<file path="config.mk">
export PLATFORM = sky130hd
export DESIGN_NAME = imx_link_tx
export DESIGN_NICKNAME = d
export VERILOG_FILES = /design/src/logic/imx_pkg.sv /design/src/logic/cfg_if.sv /design/src/logic/cfg_regs.sv /design/src/logic/frame_timer.sv /design/src/logic/pattern_gen.sv /design/src/logic/sync_formatter.sv /design/src/logic/imx_link_tx.sv
export SDC_FILE = /design/constraint.sdc
export NUM_CORES = 1
export LEC_CHECK = 0
export BUFFER_PORTS_ARGS = -buffer_cell sky130_fd_sc_hd__clkbuf_2
export CAP_MARGIN = 20
export CORE_MARGIN = 2
export CORE_UTILIZATION = 60
export DETAILED_ROUTE_END_ITERATION = 12
export GPL_ROUTABILITY_DRIVEN = 1
export HOLD_SLACK_MARGIN = 0.15
export PLACE_DENSITY = 0.8
export SYNTH_ARGS = -nofsm -noshare
export SYNTH_HDL_FRONTEND = slang
export SYNTH_SLANG_ARGS = --single-unit
</file>
<file path="constraint.sdc">
create_clock -name clk -period 4.9 [get_ports clk]
set_input_delay 1.225 -clock clk [delete_from_list [all_inputs] [get_ports clk]]
set_output_delay 1.225 -clock clk [all_outputs]
set_load 0.005 [all_outputs]
</file>
<file path="src/logic/imx_pkg.sv">
//--------------------
// shared types, enums and register map of the sensor-link emulator
// imported by every block of the design and by the testbench
//--------------------
package imx_pkg;

	// bus and dimension widths
	typedef logic [7:0]  axi_addr_t;	// register byte address
	typedef logic [31:0] axi_data_t;	// register data
	typedef logic [1:0]  axi_resp_t;	// AXI response code
	typedef logic [11:0] dim_t;			// columns, rows or cycles
	typedef logic [15:0] frame_cnt_t;	// frames since reset

	localparam axi_resp_t RESP_OKAY = 2'b00;

	// pattern modes, REG_CTRL bits 5:4
	typedef enum logic [1:0] {
		PAT_HRAMP   = 2'd0,	// col * channels + channel
		PAT_VRAMP   = 2'd1,	// row number
		PAT_CONST   = 2'd2,	// constant register
		PAT_CHECKER = 2'd3	// 4x4 checkerboard
	} pattern_e;

	// frame_timer states
	typedef enum logic [2:0] {
		IDLE      = 3'd0,
		VBLANK    = 3'd1,
		LINE_ON   = 3'd2,
		LINE_OFF  = 3'd3,
		FRAME_END = 3'd4	// hblank after the last line
	} timer_state_e;

	// --------------------
	// register offsets
	localparam axi_addr_t REG_CTRL   = 8'h00;	// enable, blank lines, pattern
	localparam axi_addr_t REG_SIZE   = 8'h04;	// width, height
	localparam axi_addr_t REG_BLANK  = 8'h08;	// hblank, vblank
	localparam axi_addr_t REG_CONST  = 8'h0C;	// constant pixel value
	localparam axi_addr_t REG_STATUS = 8'h10;	// frame count, read only

endpackage

</file>
<file path="src/logic/cfg_if.sv">
//--------------------
// configuration bundle from the register block
// to the frame timer and the pattern generator
//--------------------
`timescale 1ns/1ps

interface cfg_if;
	import imx_pkg::*;

	logic     enable;		// run frames
	logic     blank_lines;	// send lines during vblank
	pattern_e pattern;
	dim_t     width;		// active columns per line
	dim_t     height;		// lines per frame
	dim_t     hblank;		// cycles between lines
	dim_t     vblank;		// cycles between frames
	dim_t     const_val;	// value for PAT_CONST

	modport src (output enable, blank_lines, pattern, width, height, hblank, vblank,
		const_val);
	modport timer (input enable, blank_lines, width, height, hblank, vblank);
	modport pat (input pattern, const_val);

endinterface

</file>
<file path="src/logic/cfg_regs.sv">
//--------------------
// AXI4-Lite register block, one transaction at a time
// drives the config bundle and reports the frame count
//--------------------
`timescale 1ns/1ps

module cfg_regs (
	input  logic                clk,
	input  logic                i_rst_n,
	input  imx_pkg::axi_addr_t  i_awaddr,
	input  logic                i_awvalid,
	output logic                o_awready,
	input  imx_pkg::axi_data_t  i_wdata,
	input  logic [3:0]          i_wstrb,
	input  logic                i_wvalid,
	output logic                o_wready,
	output imx_pkg::axi_resp_t  o_bresp,
	output logic                o_bvalid,
	input  logic                i_bready,
	input  imx_pkg::axi_addr_t  i_araddr,
	input  logic                i_arvalid,
	output logic                o_arready,
	output imx_pkg::axi_data_t  o_rdata,
	output imx_pkg::axi_resp_t  o_rresp,
	output logic                o_rvalid,
	input  logic                i_rready,
	input  imx_pkg::frame_cnt_t i_frame_cnt,
	cfg_if.src                  cfg
);
	import imx_pkg::*;

	logic      enable_q;
	logic      blank_q;
	pattern_e  pattern_q;
	dim_t      width_q;
	dim_t      height_q;
	dim_t      hblank_q;
	dim_t      vblank_q;
	dim_t      const_q;

	logic      wr_rdy;	// awready and wready together
	logic      bus_idle;
	logic      wr_go;
	logic      rd_go;
	logic      wr_hs;
	logic      rd_hs;
	axi_data_t wr_val;	// register value after byte strobes

	// current 32-bit view of a register
	function automatic axi_data_t reg_read(input axi_addr_t addr);
		axi_data_t v;
		v = '0;
		case (addr)
			REG_CTRL:   v = {26'd0, pattern_q, 2'b00, blank_q, enable_q};
			REG_SIZE:   v = {4'd0, height_q, 4'd0, width_q};
			REG_BLANK:  v = {4'd0, vblank_q, 4'd0, hblank_q};
			REG_CONST:  v = {20'd0, const_q};
			REG_STATUS: v = {16'd0, i_frame_cnt};
			default:    v = '0;	// unmapped reads as zero
		endcase
		return v;
	endfunction

	function automatic axi_data_t apply_strb(input axi_data_t old, input axi_data_t din,
		input logic [3:0] strb);
		axi_data_t v;
		for (int b = 0; b < 4; b++) begin
			v[8*b +: 8] = strb[b] ? din[8*b +: 8] : old[8*b +: 8];
		end
		return v;
	endfunction

	// --------------------
	// handshake
	assign bus_idle = !wr_rdy && !o_arready && !o_bvalid && !o_rvalid;
	assign wr_go    = bus_idle && i_awvalid && i_wvalid;
	assign rd_go    = bus_idle && i_arvalid && !wr_go;	// writes first
	assign wr_hs    = wr_rdy && i_awvalid && i_wvalid;
	assign rd_hs    = o_arready && i_arvalid;
	assign wr_val   = apply_strb(reg_read(i_awaddr), i_wdata, i_wstrb);

	always_ff @(posedge clk or negedge i_rst_n) begin
		if (!i_rst_n) begin
			wr_rdy    <= 1'b0;
			o_arready <= 1'b0;
			o_bvalid  <= 1'b0;
			o_rvalid  <= 1'b0;
			o_rdata   <= '0;
		end else begin
			wr_rdy    <= wr_go;	// one-cycle pulse
			o_arready <= rd_go;
			if (wr_hs)
				o_bvalid <= 1'b1;
			else if (i_bready)
				o_bvalid <= 1'b0;
			if (rd_hs) begin
				o_rvalid <= 1'b1;
				o_rdata  <= reg_read(i_araddr);
			end else if (i_rready) begin
				o_rvalid <= 1'b0;
			end
		end
	end

	// --------------------
	// register writes, status and unmapped ignored
	always_ff @(posedge clk or negedge i_rst_n) begin
		if (!i_rst_n) begin
			enable_q  <= 1'b0;
			blank_q   <= 1'b0;
			pattern_q <= PAT_HRAMP;
			width_q   <= '0;
			height_q  <= '0;
			hblank_q  <= '0;
			vblank_q  <= '0;
			const_q   <= '0;
		end else if (wr_hs) begin
			case (i_awaddr)
				REG_CTRL: begin
					enable_q  <= wr_val[0];
					blank_q   <= wr_val[1];
					pattern_q <= pattern_e'(wr_val[5:4]);
				end
				REG_SIZE: begin
					width_q  <= wr_val[11:0];
					height_q <= wr_val[27:16];
				end
				REG_BLANK: begin
					hblank_q <= wr_val[11:0];
					vblank_q <= wr_val[27:16];
				end
				REG_CONST: const_q <= wr_val[11:0];
				default: ;
			endcase
		end
	end

	assign o_awready = wr_rdy;
	assign o_wready  = wr_rdy;
	assign o_bresp   = RESP_OKAY;	// never an error
	assign o_rresp   = RESP_OKAY;

	assign cfg.enable      = enable_q;
	assign cfg.blank_lines = blank_q;
	assign cfg.pattern     = pattern_q;
	assign cfg.width       = width_q;
	assign cfg.height      = height_q;
	assign cfg.hblank      = hblank_q;
	assign cfg.vblank      = vblank_q;
	assign cfg.const_val   = const_q;

	// write response held until the host takes it
	a_bvalid_hold: assert property (@(posedge clk) disable iff (!i_rst_n)
		o_bvalid && !i_bready |=> o_bvalid);

endmodule

</file>
<file path="src/logic/frame_timer.sv">
//--------------------
// frame and line timing, optional blank lines in vblank
// config sampled at every frame start
//--------------------
`timescale 1ns/1ps

module frame_timer (
	input  logic                clk,
	input  logic                i_rst_n,
	cfg_if.timer                cfg,
	output logic                o_fval,
	output logic                o_lval,
	output imx_pkg::dim_t       o_col,
	output imx_pkg::dim_t       o_row,
	output imx_pkg::frame_cnt_t o_frame_cnt
);
	import imx_pkg::*;

	timer_state_e state;
	dim_t         cnt;		// down counter for hblank and vblank
	dim_t         col;		// column, or blank-line phase in vblank
	dim_t         row;
	dim_t         width_q;
	dim_t         height_q;
	dim_t         hblank_q;
	dim_t         vblank_q;
	logic         blank_q;
	logic         bl_on;	// blank line active
	logic         bl_room;	// a blank line and its gap still fit
	logic         frame_go;
	frame_cnt_t   frame_cnt;

	assign frame_go = cfg.enable && (state == IDLE || (state == VBLANK && cnt == '0));
	assign bl_room  = {1'b0, cnt} > ({1'b0, width_q} + {1'b0, hblank_q});

	// snapshot of the geometry for one frame
	always_ff @(posedge clk or negedge i_rst_n) begin
		if (!i_rst_n) begin
			width_q  <= '0;
			height_q <= '0;
			hblank_q <= '0;
			vblank_q <= '0;
			blank_q  <= 1'b0;
		end else if (frame_go) begin
			width_q  <= cfg.width;
			height_q <= cfg.height;
			hblank_q <= cfg.hblank;
			vblank_q <= cfg.vblank;
			blank_q  <= cfg.blank_lines;
		end
	end

	// --------------------
	// main FSM
	always_ff @(posedge clk or negedge i_rst_n) begin
		if (!i_rst_n) begin
			state     <= IDLE;
			cnt       <= '0;
			col       <= '0;
			row       <= '0;
			bl_on     <= 1'b0;
			frame_cnt <= '0;
		end else begin
			case (state)
				IDLE: if (frame_go) begin
					state <= LINE_OFF;	// leading hblank, fval up
					cnt   <= cfg.hblank - 1'b1;
					row   <= '0;
				end
				LINE_OFF: if (cnt == '0) begin
					state <= LINE_ON;
					col   <= '0;
				end else begin
					cnt <= cnt - 1'b1;
				end
				LINE_ON: if (col == width_q - 1'b1) begin
					cnt <= hblank_q - 1'b1;
					if (row == height_q - 1'b1) begin
						state <= FRAME_END;
					end else begin
						state <= LINE_OFF;
						row   <= row + 1'b1;
					end
				end else begin
					col <= col + 1'b1;
				end
				FRAME_END: if (cnt == '0) begin
					state     <= VBLANK;
					cnt       <= vblank_q - 1'b1;
					col       <= '0;
					frame_cnt <= frame_cnt + 1'b1;	// frame finished
				end else begin
					cnt <= cnt - 1'b1;
				end
				VBLANK: if (cnt == '0) begin
					bl_on <= 1'b0;
					col   <= '0;
					if (frame_go) begin
						state <= LINE_OFF;
						cnt   <= cfg.hblank - 1'b1;
						row   <= '0;
					end else begin
						state <= IDLE;	// disabled, stop here
					end
				end else begin
					cnt <= cnt - 1'b1;
					if (bl_on) begin
						if (col == width_q - 1'b1) begin
							bl_on <= 1'b0;
							col   <= '0;
						end else begin
							col <= col + 1'b1;
						end
					end else if (col < hblank_q - 1'b1) begin
						col <= col + 1'b1;	// gap before a blank line
					end else if (blank_q && bl_room) begin
						bl_on <= 1'b1;
						col   <= '0;
					end
				end
				default: state <= IDLE;
			endcase
		end
	end

	assign o_fval      = (state == LINE_OFF) || (state == LINE_ON) || (state == FRAME_END);
	assign o_lval      = (state == LINE_ON) || (state == VBLANK && bl_on);
	assign o_col       = col;
	assign o_row       = row;
	assign o_frame_cnt = frame_cnt;

	// lines outside a frame only as blank lines
	a_blank_only: assert property (@(posedge clk) disable iff (!i_rst_n)
		$rose(o_lval) && !o_fval |-> blank_q && state == VBLANK);
	a_col_range: assert property (@(posedge clk) disable iff (!i_rst_n)
		o_lval |-> col < width_q);

endmodule

</file>
<file path="src/logic/pattern_gen.sv">
//--------------------
// test pattern source, one pixel word per channel
// one cycle from timing in to pixels out
//--------------------
`timescale 1ns/1ps

module pattern_gen #(
	parameter int DATA_WIDTH  = 10,
	parameter int CHANNEL_NUM = 4
) (
	input  logic                              clk,
	input  logic                              i_rst_n,
	cfg_if.pat                                cfg,
	input  logic                              i_fval,
	input  logic                              i_lval,
	input  imx_pkg::dim_t                     i_col,
	input  imx_pkg::dim_t                     i_row,
	output logic                              o_fval,
	output logic                              o_lval,
	output logic [DATA_WIDTH*CHANNEL_NUM-1:0] o_pix
);
	import imx_pkg::*;

	localparam int PIX_W = DATA_WIDTH * CHANNEL_NUM;

	logic [PIX_W-1:0] pix_d;

	always_comb begin
		logic [31:0]           ramp;
		logic [DATA_WIDTH-1:0] word;
		pix_d = '0;
		for (int c = 0; c < CHANNEL_NUM; c++) begin
			ramp = 32'(i_col) * 32'(CHANNEL_NUM) + 32'(c);	// interleaved columns
			case (cfg.pattern)
				PAT_HRAMP:   word = ramp[DATA_WIDTH-1:0];
				PAT_VRAMP:   word = i_row[DATA_WIDTH-1:0];
				PAT_CONST:   word = cfg.const_val[DATA_WIDTH-1:0];
				PAT_CHECKER: word = (i_col[2] ^ i_row[2]) ? '1 : '0;
				default:     word = '0;
			endcase
			// masked, not clipped; zero outside active video
			pix_d[c*DATA_WIDTH +: DATA_WIDTH] = (i_fval && i_lval) ? word : '0;
		end
	end

	always_ff @(posedge clk or negedge i_rst_n) begin
		if (!i_rst_n) begin
			o_fval <= 1'b0;
			o_lval <= 1'b0;
			o_pix  <= '0;
		end else begin
			o_fval <= i_fval;
			o_lval <= i_lval;
			o_pix  <= pix_d;
		end
	end

endmodule

</file>
<file path="src/logic/sync_formatter.sv">
//--------------------
// inserts SAV/EAV sync codes around each line
// valid codes inside a frame, invalid ones in blanking; six cycles latency
//--------------------
`timescale 1ns/1ps

module sync_formatter #(
	parameter int DATA_WIDTH  = 10,
	parameter int CHANNEL_NUM = 4
) (
	input  logic                              clk,
	input  logic                              i_rst_n,
	input  logic                              i_fval,
	input  logic                              i_lval,
	input  logic [DATA_WIDTH*CHANNEL_NUM-1:0] i_pix,
	output logic                              o_fval,
	output logic                              o_lval,
	output logic [DATA_WIDTH*CHANNEL_NUM-1:0] o_pix
);
	localparam int PIX_W = DATA_WIDTH * CHANNEL_NUM;

	// fourth code word; first is all ones, second and third zero
	localparam logic [11:0] SAV_V  = (DATA_WIDTH == 10) ? 12'h200 : 12'h800;
	localparam logic [11:0] EAV_V  = (DATA_WIDTH == 10) ? 12'h274 : 12'h9D0;
	localparam logic [11:0] SAV_IV = (DATA_WIDTH == 10) ? 12'h2AC : 12'hAB0;
	localparam logic [11:0] EAV_IV = (DATA_WIDTH == 10) ? 12'h2D8 : 12'hB60;

	logic [8:0]            fval_sr;	// bit0 newest
	logic [8:0]            lval_sr;
	logic [PIX_W-1:0]      data_q [0:4];
	logic [PIX_W-1:0]      pix_q;
	logic [3:0]            rise;	// SAV word k+1 due
	logic [3:0]            fall;	// EAV word k+1 due
	logic [3:0]            line_edge;
	logic [11:0]           xyz;
	logic [DATA_WIDTH-1:0] code;

	assign rise      = lval_sr[3:0] & ~lval_sr[4:1];
	assign fall      = lval_sr[8:5] & ~lval_sr[7:4];
	assign line_edge = rise | fall;

	always_comb begin
		if (fall[3])
			xyz = i_fval ? EAV_V : EAV_IV;
		else
			xyz = i_fval ? SAV_V : SAV_IV;
		if (line_edge[3])
			code = xyz[DATA_WIDTH-1:0];
		else if (line_edge[0])
			code = '1;
		else
			code = '0;	// words two and three
	end

	always_ff @(posedge clk or negedge i_rst_n) begin
		if (!i_rst_n) begin
			fval_sr <= '0;
			lval_sr <= '0;
			pix_q   <= '0;
			for (int k = 0; k < 5; k++)
				data_q[k] <= '0;
		end else begin
			fval_sr   <= {fval_sr[7:0], i_fval};
			lval_sr   <= {lval_sr[7:0], i_lval};
			data_q[0] <= i_pix;
			for (int k = 1; k < 5; k++)
				data_q[k] <= data_q[k-1];
			pix_q <= (|line_edge) ? {CHANNEL_NUM{code}} : data_q[4];	// same code on all channels
		end
	end

	assign o_fval = fval_sr[5];
	assign o_lval = lval_sr[5];
	assign o_pix  = pix_q;

	a_width: assert property (@(posedge clk) DATA_WIDTH == 10 || DATA_WIDTH == 12);
	// upstream keeps fval steady through every code window
	a_fval_steady: assert property (@(posedge clk) disable iff (!i_rst_n)
		|line_edge |-> i_fval == fval_sr[8]);

endmodule

</file>
<file path="src/logic/imx_link_tx.sv">
//--------------------
// sensor-link emulator top, AXI4-Lite setup and parallel video out
// register block feeds a timer, pattern and formatter chain
//--------------------
`timescale 1ns/1ps

module imx_link_tx #(
	parameter int DATA_WIDTH  = 10,
	parameter int CHANNEL_NUM = 4
) (
	input  logic                              clk,
	input  logic                              i_rst_n,
	input  imx_pkg::axi_addr_t                i_awaddr,
	input  logic                              i_awvalid,
	output logic                              o_awready,
	input  imx_pkg::axi_data_t                i_wdata,
	input  logic [3:0]                        i_wstrb,
	input  logic                              i_wvalid,
	output logic                              o_wready,
	output imx_pkg::axi_resp_t                o_bresp,
	output logic                              o_bvalid,
	input  logic                              i_bready,
	input  imx_pkg::axi_addr_t                i_araddr,
	input  logic                              i_arvalid,
	output logic                              o_arready,
	output imx_pkg::axi_data_t                o_rdata,
	output imx_pkg::axi_resp_t                o_rresp,
	output logic                              o_rvalid,
	input  logic                              i_rready,
	output logic                              o_fval,
	output logic                              o_lval,
	output logic [DATA_WIDTH*CHANNEL_NUM-1:0] o_pix_data
);
	import imx_pkg::*;

	cfg_if cfg ();

	logic                              tm_fval;
	logic                              tm_lval;
	dim_t                              tm_col;
	dim_t                              tm_row;
	frame_cnt_t                        frame_cnt;
	logic                              pg_fval;
	logic                              pg_lval;
	logic [DATA_WIDTH*CHANNEL_NUM-1:0] pg_pix;

	cfg_regs i_cfg_regs (
		.clk(clk), .i_rst_n(i_rst_n),
		.i_awaddr(i_awaddr), .i_awvalid(i_awvalid), .o_awready(o_awready),
		.i_wdata(i_wdata), .i_wstrb(i_wstrb), .i_wvalid(i_wvalid), .o_wready(o_wready),
		.o_bresp(o_bresp), .o_bvalid(o_bvalid), .i_bready(i_bready),
		.i_araddr(i_araddr), .i_arvalid(i_arvalid), .o_arready(o_arready),
		.o_rdata(o_rdata), .o_rresp(o_rresp), .o_rvalid(o_rvalid), .i_rready(i_rready),
		.i_frame_cnt(frame_cnt), .cfg(cfg.src)
	);

	frame_timer i_frame_timer (
		.clk(clk), .i_rst_n(i_rst_n), .cfg(cfg.timer),
		.o_fval(tm_fval), .o_lval(tm_lval), .o_col(tm_col), .o_row(tm_row),
		.o_frame_cnt(frame_cnt)
	);

	// 1 cycle
	pattern_gen #(.DATA_WIDTH(DATA_WIDTH), .CHANNEL_NUM(CHANNEL_NUM)) i_pattern_gen (
		.clk(clk), .i_rst_n(i_rst_n), .cfg(cfg.pat),
		.i_fval(tm_fval), .i_lval(tm_lval), .i_col(tm_col), .i_row(tm_row),
		.o_fval(pg_fval), .o_lval(pg_lval), .o_pix(pg_pix)
	);

	// 6 cycles
	sync_formatter #(.DATA_WIDTH(DATA_WIDTH), .CHANNEL_NUM(CHANNEL_NUM)) i_sync_formatter (
		.clk(clk), .i_rst_n(i_rst_n),
		.i_fval(pg_fval), .i_lval(pg_lval), .i_pix(pg_pix),
		.o_fval(o_fval), .o_lval(o_lval), .o_pix(o_pix_data)
	);

endmodule

</file>
==> results.txt, run 1 <==
----------------------------------------------------
[Global routing]
  Total global routing track utilization ... 30.72%
  First-pass GRT wire length ... ~65,000 um
  Initial antenna violation count ... 0
  Vias in the first global route ... ~12,000
  Maximum number of pins on one net before global-route repair ... 113
  Total grt overflow ... 0

[Floorplanning]
  Starting density of the core ... 61.33%
  Row Count ... slightly below 60
  Ports placed on the boundary ... between 100 and 150
  Area enclosed by the die boundary ... roughly 0.027 mm^2
  Vertical extent of the die ... ~160 um
  Core box area ... ~0.025 mm^2
  Die Span X ... around 160 um

[Setup path]
  Combined buffer and inverter count along the critical path ... 3
  Delay contributed by the slowest stage of the critical path ... between 0.4 and 0.5 ns
  Cell with the largest stage delay on the worst path ... sky130_fd_sc_hd__dfrtp_1
  CP arrival ... ~4.8 ns
  Required time worst endpoint ... approximately 5.4 ns
  Endpoint kind of the worst setup timing path ... flop
  Type of the setup path with the least slack ... flop to flop
  Number of stages on the worst setup path ... 20
  Crit-path cells ... ha_1 > inv_1 > fa_1 > nor2b_1 > o31a_1 > o31ai_1 > nand2b_1 > a21oi_1 > xor2_1 > ha_1 > nand4_1 > nor2_1 > and4_1 > a311o_1 > o21bai_1 > a21boi_1 > buf_4 > nor2b_1 > buf_4 > a22o_1
  Number of cells on the worst reg-to-reg path ... 20
  Critical path's top delay family ... compound AO/OA/AOI/OAI gates
  Kind of start point of the critical path ... flop
  Maximum fanout along the worst path ... 14

[Drt]
  Routed length per instance ... between 20 and 25 um
  DR iter-0 viols ... about 1,200
  Final ANT Viol Nets ... 0
  Initial DRT Pass Iterations ... 7
  Total wire length ... slightly above 40,000 um
  Vias after detailed routing ... 12,588
  Avg Vias per Cell ... about 6.3
  Remaining DRCs ... 0

[Yosys]
  Number of synthesized register bits ... about 300
  Yosys cell types ... slightly above 80
  EDFF count, synth ... 0
  Fraction of the yosys area taken by sequential cells ... 48.65%
  Ys Warns ... 0
  Share of flip-flops with an asynchronous set or reset ... 100.0%
  Cells after synthesis ... between 1,500 and 2,000
  Avg Cell Area, Syn ... roughly 9.9 um^2
  Post-synthesis instance area ... 0.01553 mm^2
  Ys flop type ... sky130_fd_sc_hd__dfrtp_1

[Layout]
  Sequential cell area in the final layout ... between 0.007 and 0.008 mm^2
  Top reg by flops ... i_sync_formatter.data_q
  Combined area of the multi-input logic cells ... a little over 0.007 mm^2
  Total Nets Final ... about 1,800
  Most frequent cells in the layout ... sky130_fd_sc_hd__dfrtp_1, sky130_fd_sc_hd__nand2_1, sky130_fd_sc_hd__clkbuf_2, sky130_fd_sc_hd__o21ai_0, sky130_fd_sc_hd__nor2_1
  Fillcell total ... 1,889
  Fraction of layout cells with a size suffix above 1 ... between 10% and 20%
  Count of antenna diodes in the layout ... 0
  Max reg flops ... 60
  Post-synthesis to final-layout area growth ... 11.66%
  Leading cell type in the layout, fill and taps excluded ... sky130_fd_sc_hd__dfrtp_1

[Worst hold path]
  Worst Hold Path Cells ... 0
  Hold crit path type ... flop to flop

[Timing]
  Maximum clock skew at final layout ... roughly 0.022 ns
  Setup Viol. Count Final ... 0
  Fmax achieved ... roughly 230 MHz
  Final hold violation count ... 0
  Headroom to the max-slew limit ... between 30% and 40%
  RSZ-0062 raised after global routing ... false
  Setup TNS Final ... 0 ns
  Share of the clock period used by the worst path after layout ... about nine tenths
  Minimum clock period ... ~4.3 ns
  Transition time at the pin with the least slew margin ... ~1 ns
  Total count of max-transition violations in the final report ... 0
  Worst hold slack across all endpoints ... roughly 0.34 ns

[Status]
  Result of the run ... completed

[Power and ir drop]
  Areal power density over the cells ... roughly 340 mW/mm^2
  Maximum VDD drop ... around 350 uV
  Lkg Pwr ... 8.686 nW

[Clocking]
  Clock latency reported for the late side of the worst-skew pair ... 0.56 ns
  Cts hold-fix bufs ... 0
  Number of gates resized after cts ... 0
  Clock tree from TritonCTS ... built
  Clock transition at the registers of the reported paths ... ~0.07 ns
  Clock buffer count from CTS ... 31
  TritonCTS Sinks ... 302
  CTS H-Tree Depth ... 1
  Longest Clk Path Bufs ... 3
  Clk root buf ... sky130_fd_sc_hd__clkbuf_16
  Post-CTS setup buffer count ... 0

[Placement]
  Sum of net half-perimeters after detailed placement ... between 20,000 and 30,000 um
  Port buffer count ... 125
  Weighted congestion at the end of routability-driven global placement ... between 0.9 and 1

[Job]
  Max Cap Viol ... 0

----------------------------------------------------
==> per-stage QoR <==
step                area [um^2]  util [%]  setup slack (ns)  power, mW  instances
finish                    17340     68.48            0.5677      5.883       2003
detailed placement        16250     64.16            0.5946      3.403       1946
CTS                       17340     68.48            0.5875      5.902       2003
global route              17340     68.48            0.2129      6.128       2003
floorplan                 15560         -             1.156      3.178       1579
global placement          16220     64.05            0.7111      3.374       1945
==> cells by family (layout without fill, tap and decap cells) <==
| family | after synthesis | in the layout | synth area share [%] |
|---|---|---|---|
| and+or+nand+nor | 522 | 522 | 15.88 |
| AOI/OAI and AO/OA | 358 | 358 | 15.17 |
| DFF | 302 | 302 | 48.65 |
| buffers and inverters | 166 | 260 | 5.139 |
| muxes | 90 | 90 | 6.355 |
| xor gates and xnor gates | 86 | 86 | 4.946 |
| adders and majority gates | 47 | 47 | 3.834 |
| other | 1 | 8 | 0.02414 |
==> synth_stat cells (all sizes together), types with 8 or more instances <==
library cell / instances / area (um^2)
o31ai: 14 / 105.1
and3: 15 / 93.84
a21o: 21 / 157.7
nand2b: 15 / 101.3
buf: 44 / 309.0
nor2: 83 / 311.6
a21oi: 73 / 365.4
mux2i: 21 / 210.2
nand2: 254 / 953.4
or4: 9 / 71.32
o211ai: 10 / 75.07
or3: 13 / 86.33
xor2: 28 / 245.2
nor2b: 20 / 125.1
ha: 46 / 575.6
o22ai: 10 / 62.56
a211oi: 11 / 95.09
nand4: 9 / 62.56
o21ai: 108 / 540.5
nand3: 25 / 125.1
o221ai: 8 / 70.07
a22o: 12 / 105.1
dfrtp: 302 / 7557
a31oi: 11 / 68.82
a22oi: 26 / 195.2
nor3: 26 / 135.1
a222oi: 20 / 200.2
clkbuf: 64 / 271.5
mux2: 69 / 777.0
nor4: 22 / 158.9
xnor2: 57 / 499.2
inv: 58 / 217.7
==> path summary, 6_finish.rpt <==
| check | endpoint | slack (ns) | startpoint |
|---|---|---|---|
| max | i_frame_timer.o_col[3]$_DFFE_PN0P_ | 0.57 | i_frame_timer.hblank_q[0]$_DFFE_PN0P_ |
| min | i_sync_formatter.data_q[71]$_DFF_PN0_ | 0.34 | i_sync_formatter.data_q[111]$_DFF_PN0_ |
| max reg2reg | i_frame_timer.o_col[3]$_DFFE_PN0P_ | 0.57 | i_frame_timer.hblank_q[0]$_DFFE_PN0P_ |
| min reg2reg | i_sync_formatter.data_q[71]$_DFF_PN0_ | 0.34 | i_sync_formatter.data_q[111]$_DFF_PN0_ |
| max in group asynchronous | i_cfg_regs.o_bvalid$_DFFE_PN0P_ | 2.98 | i_rst_n |
| min in group asynchronous | i_frame_timer.o_col[11]$_DFFE_PN0P_ | 0.74 | i_rst_n |
==> power breakdown <==
| part | switching [mW] | internal (mW) |
|---|---|---|
| clock | 1.02 | 1.49 |
| sequential | 0.140 | 2.58 |
| combinational | 0.378 | 0.265 |
| total | 1.54 | 4.34 |
==> final cells by class <==
cell class,count,area share [%]
clock buffer,37,4.833
inverter,58,1.255
clock inverter,20,1.479
sequential,302,43.57
tap,330,2.381
multi-input combinational,1111,41.69
timing repair buffer,145,4.790
==> routing by layer <==
metal / track usage, % / wire length [um] / share of wire [%]
met1: 40.65 / 16230 / 39
met2: 51.29 / 19950 / 48
met3: 4.093 / 3167 / 7.7
met4: 12.81 / 1852 / 4.5
met5: 0 / 0 / 0
Power figures use the tool's default switching activity.
==> run 2, diff against run 1 <==
--- a/config.mk
+++ b/config.mk
@@ -8,11 +8,11 @@
 export BUFFER_PORTS_ARGS = -buffer_cell sky130_fd_sc_hd__clkbuf_2
 export CAP_MARGIN = 20
 export CORE_MARGIN = 2
-export CORE_UTILIZATION = 60
+export CORE_UTILIZATION = 35
 export DETAILED_ROUTE_END_ITERATION = 12
 export GPL_ROUTABILITY_DRIVEN = 1
 export HOLD_SLACK_MARGIN = 0.15
-export PLACE_DENSITY = 0.8
+export PLACE_DENSITY = 0.53
 export SYNTH_ARGS = -nofsm -noshare
 export SYNTH_HDL_FRONTEND = slang
 export SYNTH_SLANG_ARGS = --single-unit
==> constraint.sdc (replaced) <==
create_clock -name clk -period 4.9 [get_ports clk]
set_input_delay 1.225 -clock clk [delete_from_list [all_inputs] [get_ports clk]]
set_output_delay 1.225 -clock clk [all_outputs]
set_load 0.1 [all_outputs]
==> run 2 against run 1 <==
Cell area increased by 2.1%. Clock power increased by 2%. Die area increased by 69%. Cell count increased by 14%. Flip-flop and latch count unchanged. Core utilization decreased by 28 points. Combinational power increased by 67%. Fmax increased by 3.1%. Global-route usage decreased by 12 points. Clock skew about the same. Critical path type unchanged.
==> results.txt, run 2 (synthesis results as in run 1) <==
----------------------------------------------------
[Status]
  Result of the run ... completed

[Layout]
  Top reg by flops ... i_sync_formatter.data_q
  Fraction of layout cells with a size suffix above 1 ... 17.66% (+0.14 points)
  Most frequent cells in the layout ... sky130_fd_sc_hd__dfrtp_1, sky130_fd_sc_hd__nand2_1, sky130_fd_sc_hd__clkbuf_2, sky130_fd_sc_hd__o21ai_0, sky130_fd_sc_hd__nor2_1
  Post-synthesis to final-layout area growth ... 14.04%
  Sequential cell area in the final layout ... 0.007557 mm^2 (unchanged)
  Leading cell type in the layout, fill and taps excluded ... sky130_fd_sc_hd__dfrtp_1
  Fillcell total ... 4,356 (+130%)
  Total Nets Final ... 1,763 (+0.46%)
  Max reg flops ... 60 (unchanged)
  Utilization after layout ... 40.23% (-28 points)
  Final design instance area without fill ... 0.01771 mm^2 (+2.1%)
  Combined area of the multi-input logic cells ... 0.007234 mm^2 (about the same)
  Count of antenna diodes in the layout ... 0 (unchanged)
  Non-filler cells in the finished layout ... 2,274 (+14%)

[Timing]
  Headroom to the max-slew limit ... 39.40% (+6.9 points)
  Setup TNS Final ... 0 ns (unchanged)
  Setup Viol. Count Final ... 0 (unchanged)
  Fmax achieved ... 238.0 MHz (+3.1%)
  Transition time at the pin with the least slew margin ... 0.9057 ns (-0.1033 ns)
  Minimum clock period ... 4.202 ns (-0.1302 ns)
  Final worst slack ... 0.6979 ns (+0.1302 ns)
  Worst hold slack across all endpoints ... 0.3414 ns (+0.0005410 ns)
  Final hold violation count ... 0 (unchanged)
  Total count of max-transition violations in the final report ... 0 (unchanged)
  RSZ-0062 raised after global routing ... false
  Share of the clock period used by the worst path after layout ... 85.76% (-2.7 points)
  Maximum clock skew at final layout ... 0.02169 ns (-0.00001380 ns)

[Setup path]
  Launch point of the worst reg-to-reg path ... i_frame_timer.hblank_q[0]$_DFFE_PN0P_
  CP arrival ... 4.66 ns (-0.16 ns)
  Maximum fanout along the worst path ... 7 (-7)
  Launch point of the critical path ... i_frame_timer.hblank_q[0]$_DFFE_PN0P_
  Endpoint kind of the worst setup timing path ... flop
  Kind of start point of the critical path ... flop
  Type of the setup path with the least slack ... flop to flop
  Required time worst endpoint ... 5.36 ns (-0.03 ns)

[Floorplanning]
  Starting density of the core ... 35.28% (-26 points)
  Die Span X ... 214.7 um (+30%)
  Area enclosed by the die boundary ... 0.04608 mm^2 (+69%)
  Ports placed on the boundary ... 142 (unchanged)
  Vertical extent of the die ... 214.7 um (+30%)
  Core box area ... 0.04403 mm^2 (+74%)
  Row Count ... 77 (+33%)

[Clocking]
  Clock transition at the registers of the reported paths ... 0.07 ns (about the same)
  Longest Clk Path Bufs ... 3 (unchanged)
  Clk root buf ... sky130_fd_sc_hd__clkbuf_16
  Clock tree from TritonCTS ... built
  Cts hold-fix bufs ... 0 (unchanged)
  Clock buffer count from CTS ... 35 (+13%)
  TritonCTS Sinks ... 302 (unchanged)
  Clock latency reported for the late side of the worst-skew pair ... 0.54 ns (-0.02 ns)
  CTS H-Tree Depth ... 2 (+1)
  Number of gates resized after cts ... 0 (unchanged)
  Post-CTS setup buffer count ... 0 (unchanged)

[Placement]
  Weighted congestion at the end of routability-driven global placement ... 0.8978 (-5.3%)
  Placed standard-cell area ... 0.01659 mm^2 (+2.1%)
  Port buffer count ... 125 (unchanged)
  Placed insts ... 2,212 (+14%)
  Minimum setup slack after placement ... 0.7413 ns (+0.1466 ns)
  Sum of net half-perimeters after detailed placement ... 30,990 um (+6.7%)

[Drt]
  Total wire length ... 42,890 um (+4.1%)
  Initial DRT Pass Iterations ... 8 (+1)
  DR iter-0 viols ... 1,020 (-12%)
  Avg Vias per Cell ... 5.281 (-16%)
  Remaining DRCs ... 0 (unchanged)
  Vias after detailed routing ... 12,010 (-4.6%)
  Routed length per instance ... 18.86 um (-8.3%)
  Final ANT Viol Nets ... 0 (unchanged)

[Power and ir drop]
  Areal power density over the cells ... 360.8 mW/mm^2 (+6.4%)
  Combinational cell fraction of total power ... 16.8% (+5.9 points)
  Part of the power in registers ... 43.0% (-3.3 points)
  Lkg Pwr ... 8.701 nW (+0.17%)
  Switching portion of total power ... 31.91% (+5.7 points)
  Total Power ... 6.391 mW (+8.6%)
  Cell-internal power ... 4.351 mW (+0.25%)
  Maximum VDD drop ... 548.8 uV (+58%)
  Power share of the clock group ... 40.2% (-2.6 points)
  Sw power ... 2.040 mW (+32%)

[Global routing]
  Initial antenna violation count ... 0 (unchanged)
  Total grt overflow ... 0 (unchanged)
  Total global routing track utilization ... 18.63% (-12 points)
  First-pass GRT wire length ... 67,640 um (+3.8%)
  Maximum number of pins on one net before global-route repair ... 91 (-19%)
  Vias in the first global route ... 11,480 (-5.6%)

[Worst hold path]
  Worst min-delay path startpoint ... i_pattern_gen.o_pix[30]$_DFF_PN0_
  Hold crit path type ... flop to flop

[Job]
  Max Cap Viol ... 0 (unchanged)

----------------------------------------------------
run 2: critical path, stage by stage (launching register included):
cell	delay [ns]
sky130_fd_sc_hd__dfrtp_1	0.44
sky130_fd_sc_hd__ha_1	0.21
sky130_fd_sc_hd__inv_1	0.06
sky130_fd_sc_hd__fa_1	0.40
sky130_fd_sc_hd__nor2b_1	0.20
sky130_fd_sc_hd__o31a_1	0.19
sky130_fd_sc_hd__o31ai_1	0.07
sky130_fd_sc_hd__buf_4	0.15
sky130_fd_sc_hd__nand2b_1	0.06
sky130_fd_sc_hd__a21oi_1	0.07
sky130_fd_sc_hd__xor2_1	0.15
sky130_fd_sc_hd__ha_1	0.29
sky130_fd_sc_hd__o21ai_0	0.08
sky130_fd_sc_hd__o21ai_0	0.21
sky130_fd_sc_hd__o211ai_1	0.13
sky130_fd_sc_hd__a311o_1	0.33
sky130_fd_sc_hd__o21bai_1	0.14
sky130_fd_sc_hd__a21boi_1	0.21
sky130_fd_sc_hd__nor2b_1	0.37
sky130_fd_sc_hd__buf_4	0.23
sky130_fd_sc_hd__a22o_1	0.13
run 2: final timing paths:
check | cells past startpoint | endpoint | slack (ns)
setup / recovery | 20 | i_frame_timer.o_col[3]$_DFFE_PN0P_ | 0.70
hold / removal | 0 | i_sync_formatter.data_q[190]$_DFF_PN0_ | 0.34
setup reg to reg | 20 | i_frame_timer.o_col[3]$_DFFE_PN0P_ | 0.70
hold reg to reg | 0 | i_sync_formatter.data_q[190]$_DFF_PN0_ | 0.34
max in group asynchronous | 2 | i_frame_timer.hblank_q[5]$_DFFE_PN0P_ | 3.21
min in group asynchronous | 1 | i_sync_formatter.fval_sr[5]$_DFF_PN0_ | 0.70
run 2: power by group through the flow:
stage	Sequential, mW	Clock (mW)	Combinational (mW)
floorplan	2.85	0	0.776
global placement	2.79	0	1.07
detailed placement	2.79	0	1.07
CTS	2.75	2.63	1.08
global route	2.76	2.72	1.17
finish	2.75	2.57	1.07
run 2: cell type report:
cell class,instances,share of cell area (%)
clock buffers,51,5.742
inverters,58,1.229
well taps,592,4.181
multi-input cells,1111,40.84
clock inverters,11,0.6004
flip-flops and latches,302,42.66
repair buffers,149,4.746
run 2: layer usage:
layer | vias up | routed length (um) | track usage, % | part of all wire (%)
li1 | 5707 | - | - | -
met1 | 5898 | 20590 | 27.62 | 48
met2 | 337 | 18600 | 27.25 | 43
met3 | 68 | 2384 | 3.220 | 5.6
met4 | 0 | 1323 | 6.574 | 3.1
met5 | - | 0 | 0 | 0
==> run 3, diff against run 2 <==
--- a/config.mk
+++ b/config.mk
@@ -5,6 +5,7 @@
 export SDC_FILE = /design/constraint.sdc
 export NUM_CORES = 1
 export LEC_CHECK = 0
+export ABC_AREA = 0
 export BUFFER_PORTS_ARGS = -buffer_cell sky130_fd_sc_hd__clkbuf_2
 export CAP_MARGIN = 20
 export CORE_MARGIN = 2
@@ -12,7 +13,8 @@
 export DETAILED_ROUTE_END_ITERATION = 12
 export GPL_ROUTABILITY_DRIVEN = 1
 export HOLD_SLACK_MARGIN = 0.15
-export PLACE_DENSITY = 0.53
+export PLACE_DENSITY_LB_ADDON = 0.12
+export RECOVER_POWER = 25
 export SYNTH_ARGS = -nofsm -noshare
 export SYNTH_HDL_FRONTEND = slang
 export SYNTH_SLANG_ARGS = --single-unit
==> run 3 against run 2 <==
The run now ends with capacitance limit, slew limit left. Worst hold slack lost 0.0051 ns. Critical endpoint is now i_frame_timer.o_col[7]$_DFFE_PN0P_. Total power grew 3.8%. Flip-flop and latch count is the same. Largest cell class unchanged. Fmax increased by 1.1%. Critical path depth did not move. First-iteration DRC count is 2.5% lower.
==> results.txt, run 3 (synthesis results as in run 1) <==
----------------------------------------------------
[Layout]
  Post-synthesis to final-layout area growth ... 14.89%
  Count of antenna diodes in the layout ... 0 (unchanged)
  Total Nets Final ... 1,765 (+0.11%)
  Max reg flops ... 60 (unchanged)
  Top reg by flops ... i_sync_formatter.data_q
  Leading cell type in the layout, fill and taps excluded ... sky130_fd_sc_hd__dfrtp_1
  Fillcell total ... 4,386 (+0.69%)
  Most frequent cells in the layout ... sky130_fd_sc_hd__dfrtp_1, sky130_fd_sc_hd__nand2_1, sky130_fd_sc_hd__clkbuf_2, sky130_fd_sc_hd__o21ai_0, sky130_fd_sc_hd__nor2_1
  Non-filler cells in the finished layout ... 2,276 (+0.088%)
  Fraction of layout cells with a size suffix above 1 ... 17.93% (+0.28 points)

[Placement]
  Placed insts ... 2,213 (+0.045%)
  Port buffer count ... 125 (unchanged)
  Sum of net half-perimeters after detailed placement ... 32,200 um (+3.9%)
  Weighted congestion at the end of routability-driven global placement ... 0.8860 (-1.3%)

[Timing]
  RSZ-0062 raised after global routing ... false
  Transition time at the pin with the least slew margin ... 2.794 ns (+1.888 ns)
  Fmax achieved ... 240.6 MHz (+1.1%)
  Share of the clock period used by the worst path after layout ... 84.82% (-0.93 points)
  Maximum clock skew at final layout ... 0.02516 ns (+0.003470 ns)
  Headroom to the max-slew limit ... -86.26% (-130 points)
  Setup Viol. Count Final ... 0 (unchanged)
  Total count of max-transition violations in the final report ... 100 (+100)
  Worst hold slack across all endpoints ... 0.3363 ns (-0.005129 ns)
  Minimum clock period ... 4.156 ns (-0.04570 ns)
  Final hold violation count ... 0 (unchanged)
  Setup TNS Final ... 0 ns (unchanged)

[Floorplanning]
  Starting density of the core ... 35.28% (unchanged)
  Ports placed on the boundary ... 142 (unchanged)
  Area enclosed by the die boundary ... 0.04608 mm^2 (unchanged)
  Vertical extent of the die ... 214.7 um (unchanged)
  Core box area ... 0.04403 mm^2 (unchanged)
  Die Span X ... 214.7 um (unchanged)
  Row Count ... 77 (unchanged)

[Clocking]
  Longest Clk Path Bufs ... 3 (unchanged)
  TritonCTS Sinks ... 302 (unchanged)
  Clock transition at the registers of the reported paths ... 0.06 ns (about the same)
  Clock latency reported for the late side of the worst-skew pair ... 0.56 ns (+0.02 ns)
  Cts hold-fix bufs ... 0 (unchanged)
  Number of gates resized after cts ... 0 (unchanged)
  Clk root buf ... sky130_fd_sc_hd__clkbuf_16
  Clock tree from TritonCTS ... built
  Clock buffer count from CTS ... 36 (+2.9%)
  Post-CTS setup buffer count ... 0 (unchanged)
  CTS H-Tree Depth ... 2 (unchanged)

[Setup path]
  CP arrival ... 4.65 ns (about the same)
  Reg-to-reg endpoint ... i_frame_timer.o_col[7]$_DFFE_PN0P_
  Launch point of the worst reg-to-reg path ... i_frame_timer.hblank_q[0]$_DFFE_PN0P_
  Type of the setup path with the least slack ... flop to flop
  Maximum fanout along the worst path ... 7 (unchanged)
  Number of cells on the worst reg-to-reg path ... 20 (unchanged)
  Kind of start point of the critical path ... flop
  Destination of the critical timing path ... i_frame_timer.o_col[7]$_DFFE_PN0P_
  Minimum setup slack among reg-to-reg paths ... 0.74 ns (+0.05 ns)
  Endpoint kind of the worst setup timing path ... flop
  Launch point of the critical path ... i_frame_timer.hblank_q[0]$_DFFE_PN0P_
  Required time worst endpoint ... 5.39 ns (+0.03 ns)

[Status]
  Result of the run ... complete, but fails checks
  Violated checks ... capacitance limit, slew limit

[Global routing]
  Total global routing track utilization ... 19.20% (+0.58 points)
  First-pass GRT wire length ... 69,230 um (+2.3%)
  Maximum number of pins on one net before global-route repair ... 102 (+12%)
  Total grt overflow ... 0 (unchanged)
  Initial antenna violation count ... 0 (unchanged)
  Vias in the first global route ... 11,541 (+0.53%)

[Worst hold path]
  Worst min-delay path startpoint ... i_sync_formatter.data_q[152]$_DFF_PN0_
  Hold crit path type ... flop to flop

[Drt]
  Avg Vias per Cell ... 5.210 (-1.4%)
  Remaining DRCs ... 0 (unchanged)
  Initial DRT Pass Iterations ... 5 (-3)
  Final ANT Viol Nets ... 0 (unchanged)
  Total wire length ... 44,470 um (+3.7%)
  Vias after detailed routing ... 11,858 (-1.3%)
  DR iter-0 viols ... 995 (-2.5%)
  Routed length per instance ... 19.54 um (+3.6%)

[Job]
  Max Cap Viol ... 1 (+1)

[Power and ir drop]
  Areal power density over the cells ... 371.6 mW/mm^2 (+3.0%)
  Lkg Pwr ... 8.764 nW (+0.72%)
  Maximum VDD drop ... 554.2 uV (+0.97%)

----------------------------------------------------
## run 3: stage by stage
stage                     util, %  total power, mW  setup slack [ns]  cell area [um^2]
after global routing        40.54            6.923            0.4167             17850
after global placement      37.71            3.863            0.7521             16600
after CTS                   40.56            6.708            0.7296             17860
after floorplan                 -            3.623             1.156             15560
final                       40.54            6.631            0.7436             17850
after detailed placement    37.71            3.869            0.7675             16600
## run 3: routing by layer
layer  share of wire (%)  up-vias  global-route usage (%)
li1                    -     5687                       -
met1                  48     5807                   28.21
met2                  45      306                   29.28
met3                 4.8       58                   2.794
met4                 2.6        0                   5.718
met5                   0        -                       0
## run 3: worst max-delay path, stage by stage, from the launching register on
cell and delay, ns:
sky130_fd_sc_hd__dfrtp_1 0.46, sky130_fd_sc_hd__ha_1 0.21, sky130_fd_sc_hd__inv_1 0.05, sky130_fd_sc_hd__fa_1 0.40, sky130_fd_sc_hd__nor2b_1 0.17, sky130_fd_sc_hd__o31a_1 0.19, sky130_fd_sc_hd__o31ai_1 0.08, sky130_fd_sc_hd__buf_4 0.15
sky130_fd_sc_hd__nand2b_1 0.06, sky130_fd_sc_hd__a21oi_1 0.07, sky130_fd_sc_hd__xor2_1 0.15, sky130_fd_sc_hd__ha_1 0.29, sky130_fd_sc_hd__o21ai_0 0.08, sky130_fd_sc_hd__o21ai_0 0.20, sky130_fd_sc_hd__o211ai_1 0.14, sky130_fd_sc_hd__a311o_1 0.34
sky130_fd_sc_hd__o21bai_1 0.14, sky130_fd_sc_hd__a21boi_1 0.19, sky130_fd_sc_hd__nor2b_1 0.37, sky130_fd_sc_hd__buf_4 0.23, sky130_fd_sc_hd__a22o_1 0.13
## run 3: how the worst min path moves through the flow
stage               depth (start not counted)                                     end  slack [ns]
floorplan                                   0  i_sync_formatter.data_q[100]$_DFF_PN0_        0.33
global placement                            0  i_sync_formatter.data_q[109]$_DFF_PN0_        0.33
detailed placement                          0  i_sync_formatter.data_q[113]$_DFF_PN0_        0.33
CTS                                         0   i_sync_formatter.fval_sr[1]$_DFF_PN0_        0.34
global route                                0  i_sync_formatter.data_q[196]$_DFF_PN0_        0.35
finish                                      0  i_sync_formatter.data_q[112]$_DFF_PN0_        0.34
## run 3: final cells by class
cell class / instances / area, um^2 / share of cell area [%]
Clock buffer: 51 / 1049 / 5.875
Clock inverter: 12 / 206.4 / 1.157
Inverter: 58 / 217.7 / 1.220
Multi-Input combinational cell: 1111 / 7238 / 40.56
Sequential cell: 302 / 7557 / 42.34
Tap cell: 592 / 740.7 / 4.150
Timing Repair Buffer: 150 / 838.3 / 4.697
## run 3: where the power goes
group / internal (mW) / switching, mW
registers: 2.59 / 0.161
logic: 0.267 / 0.816
clock network: 1.72 / 1.09
total: 4.57 / 2.06
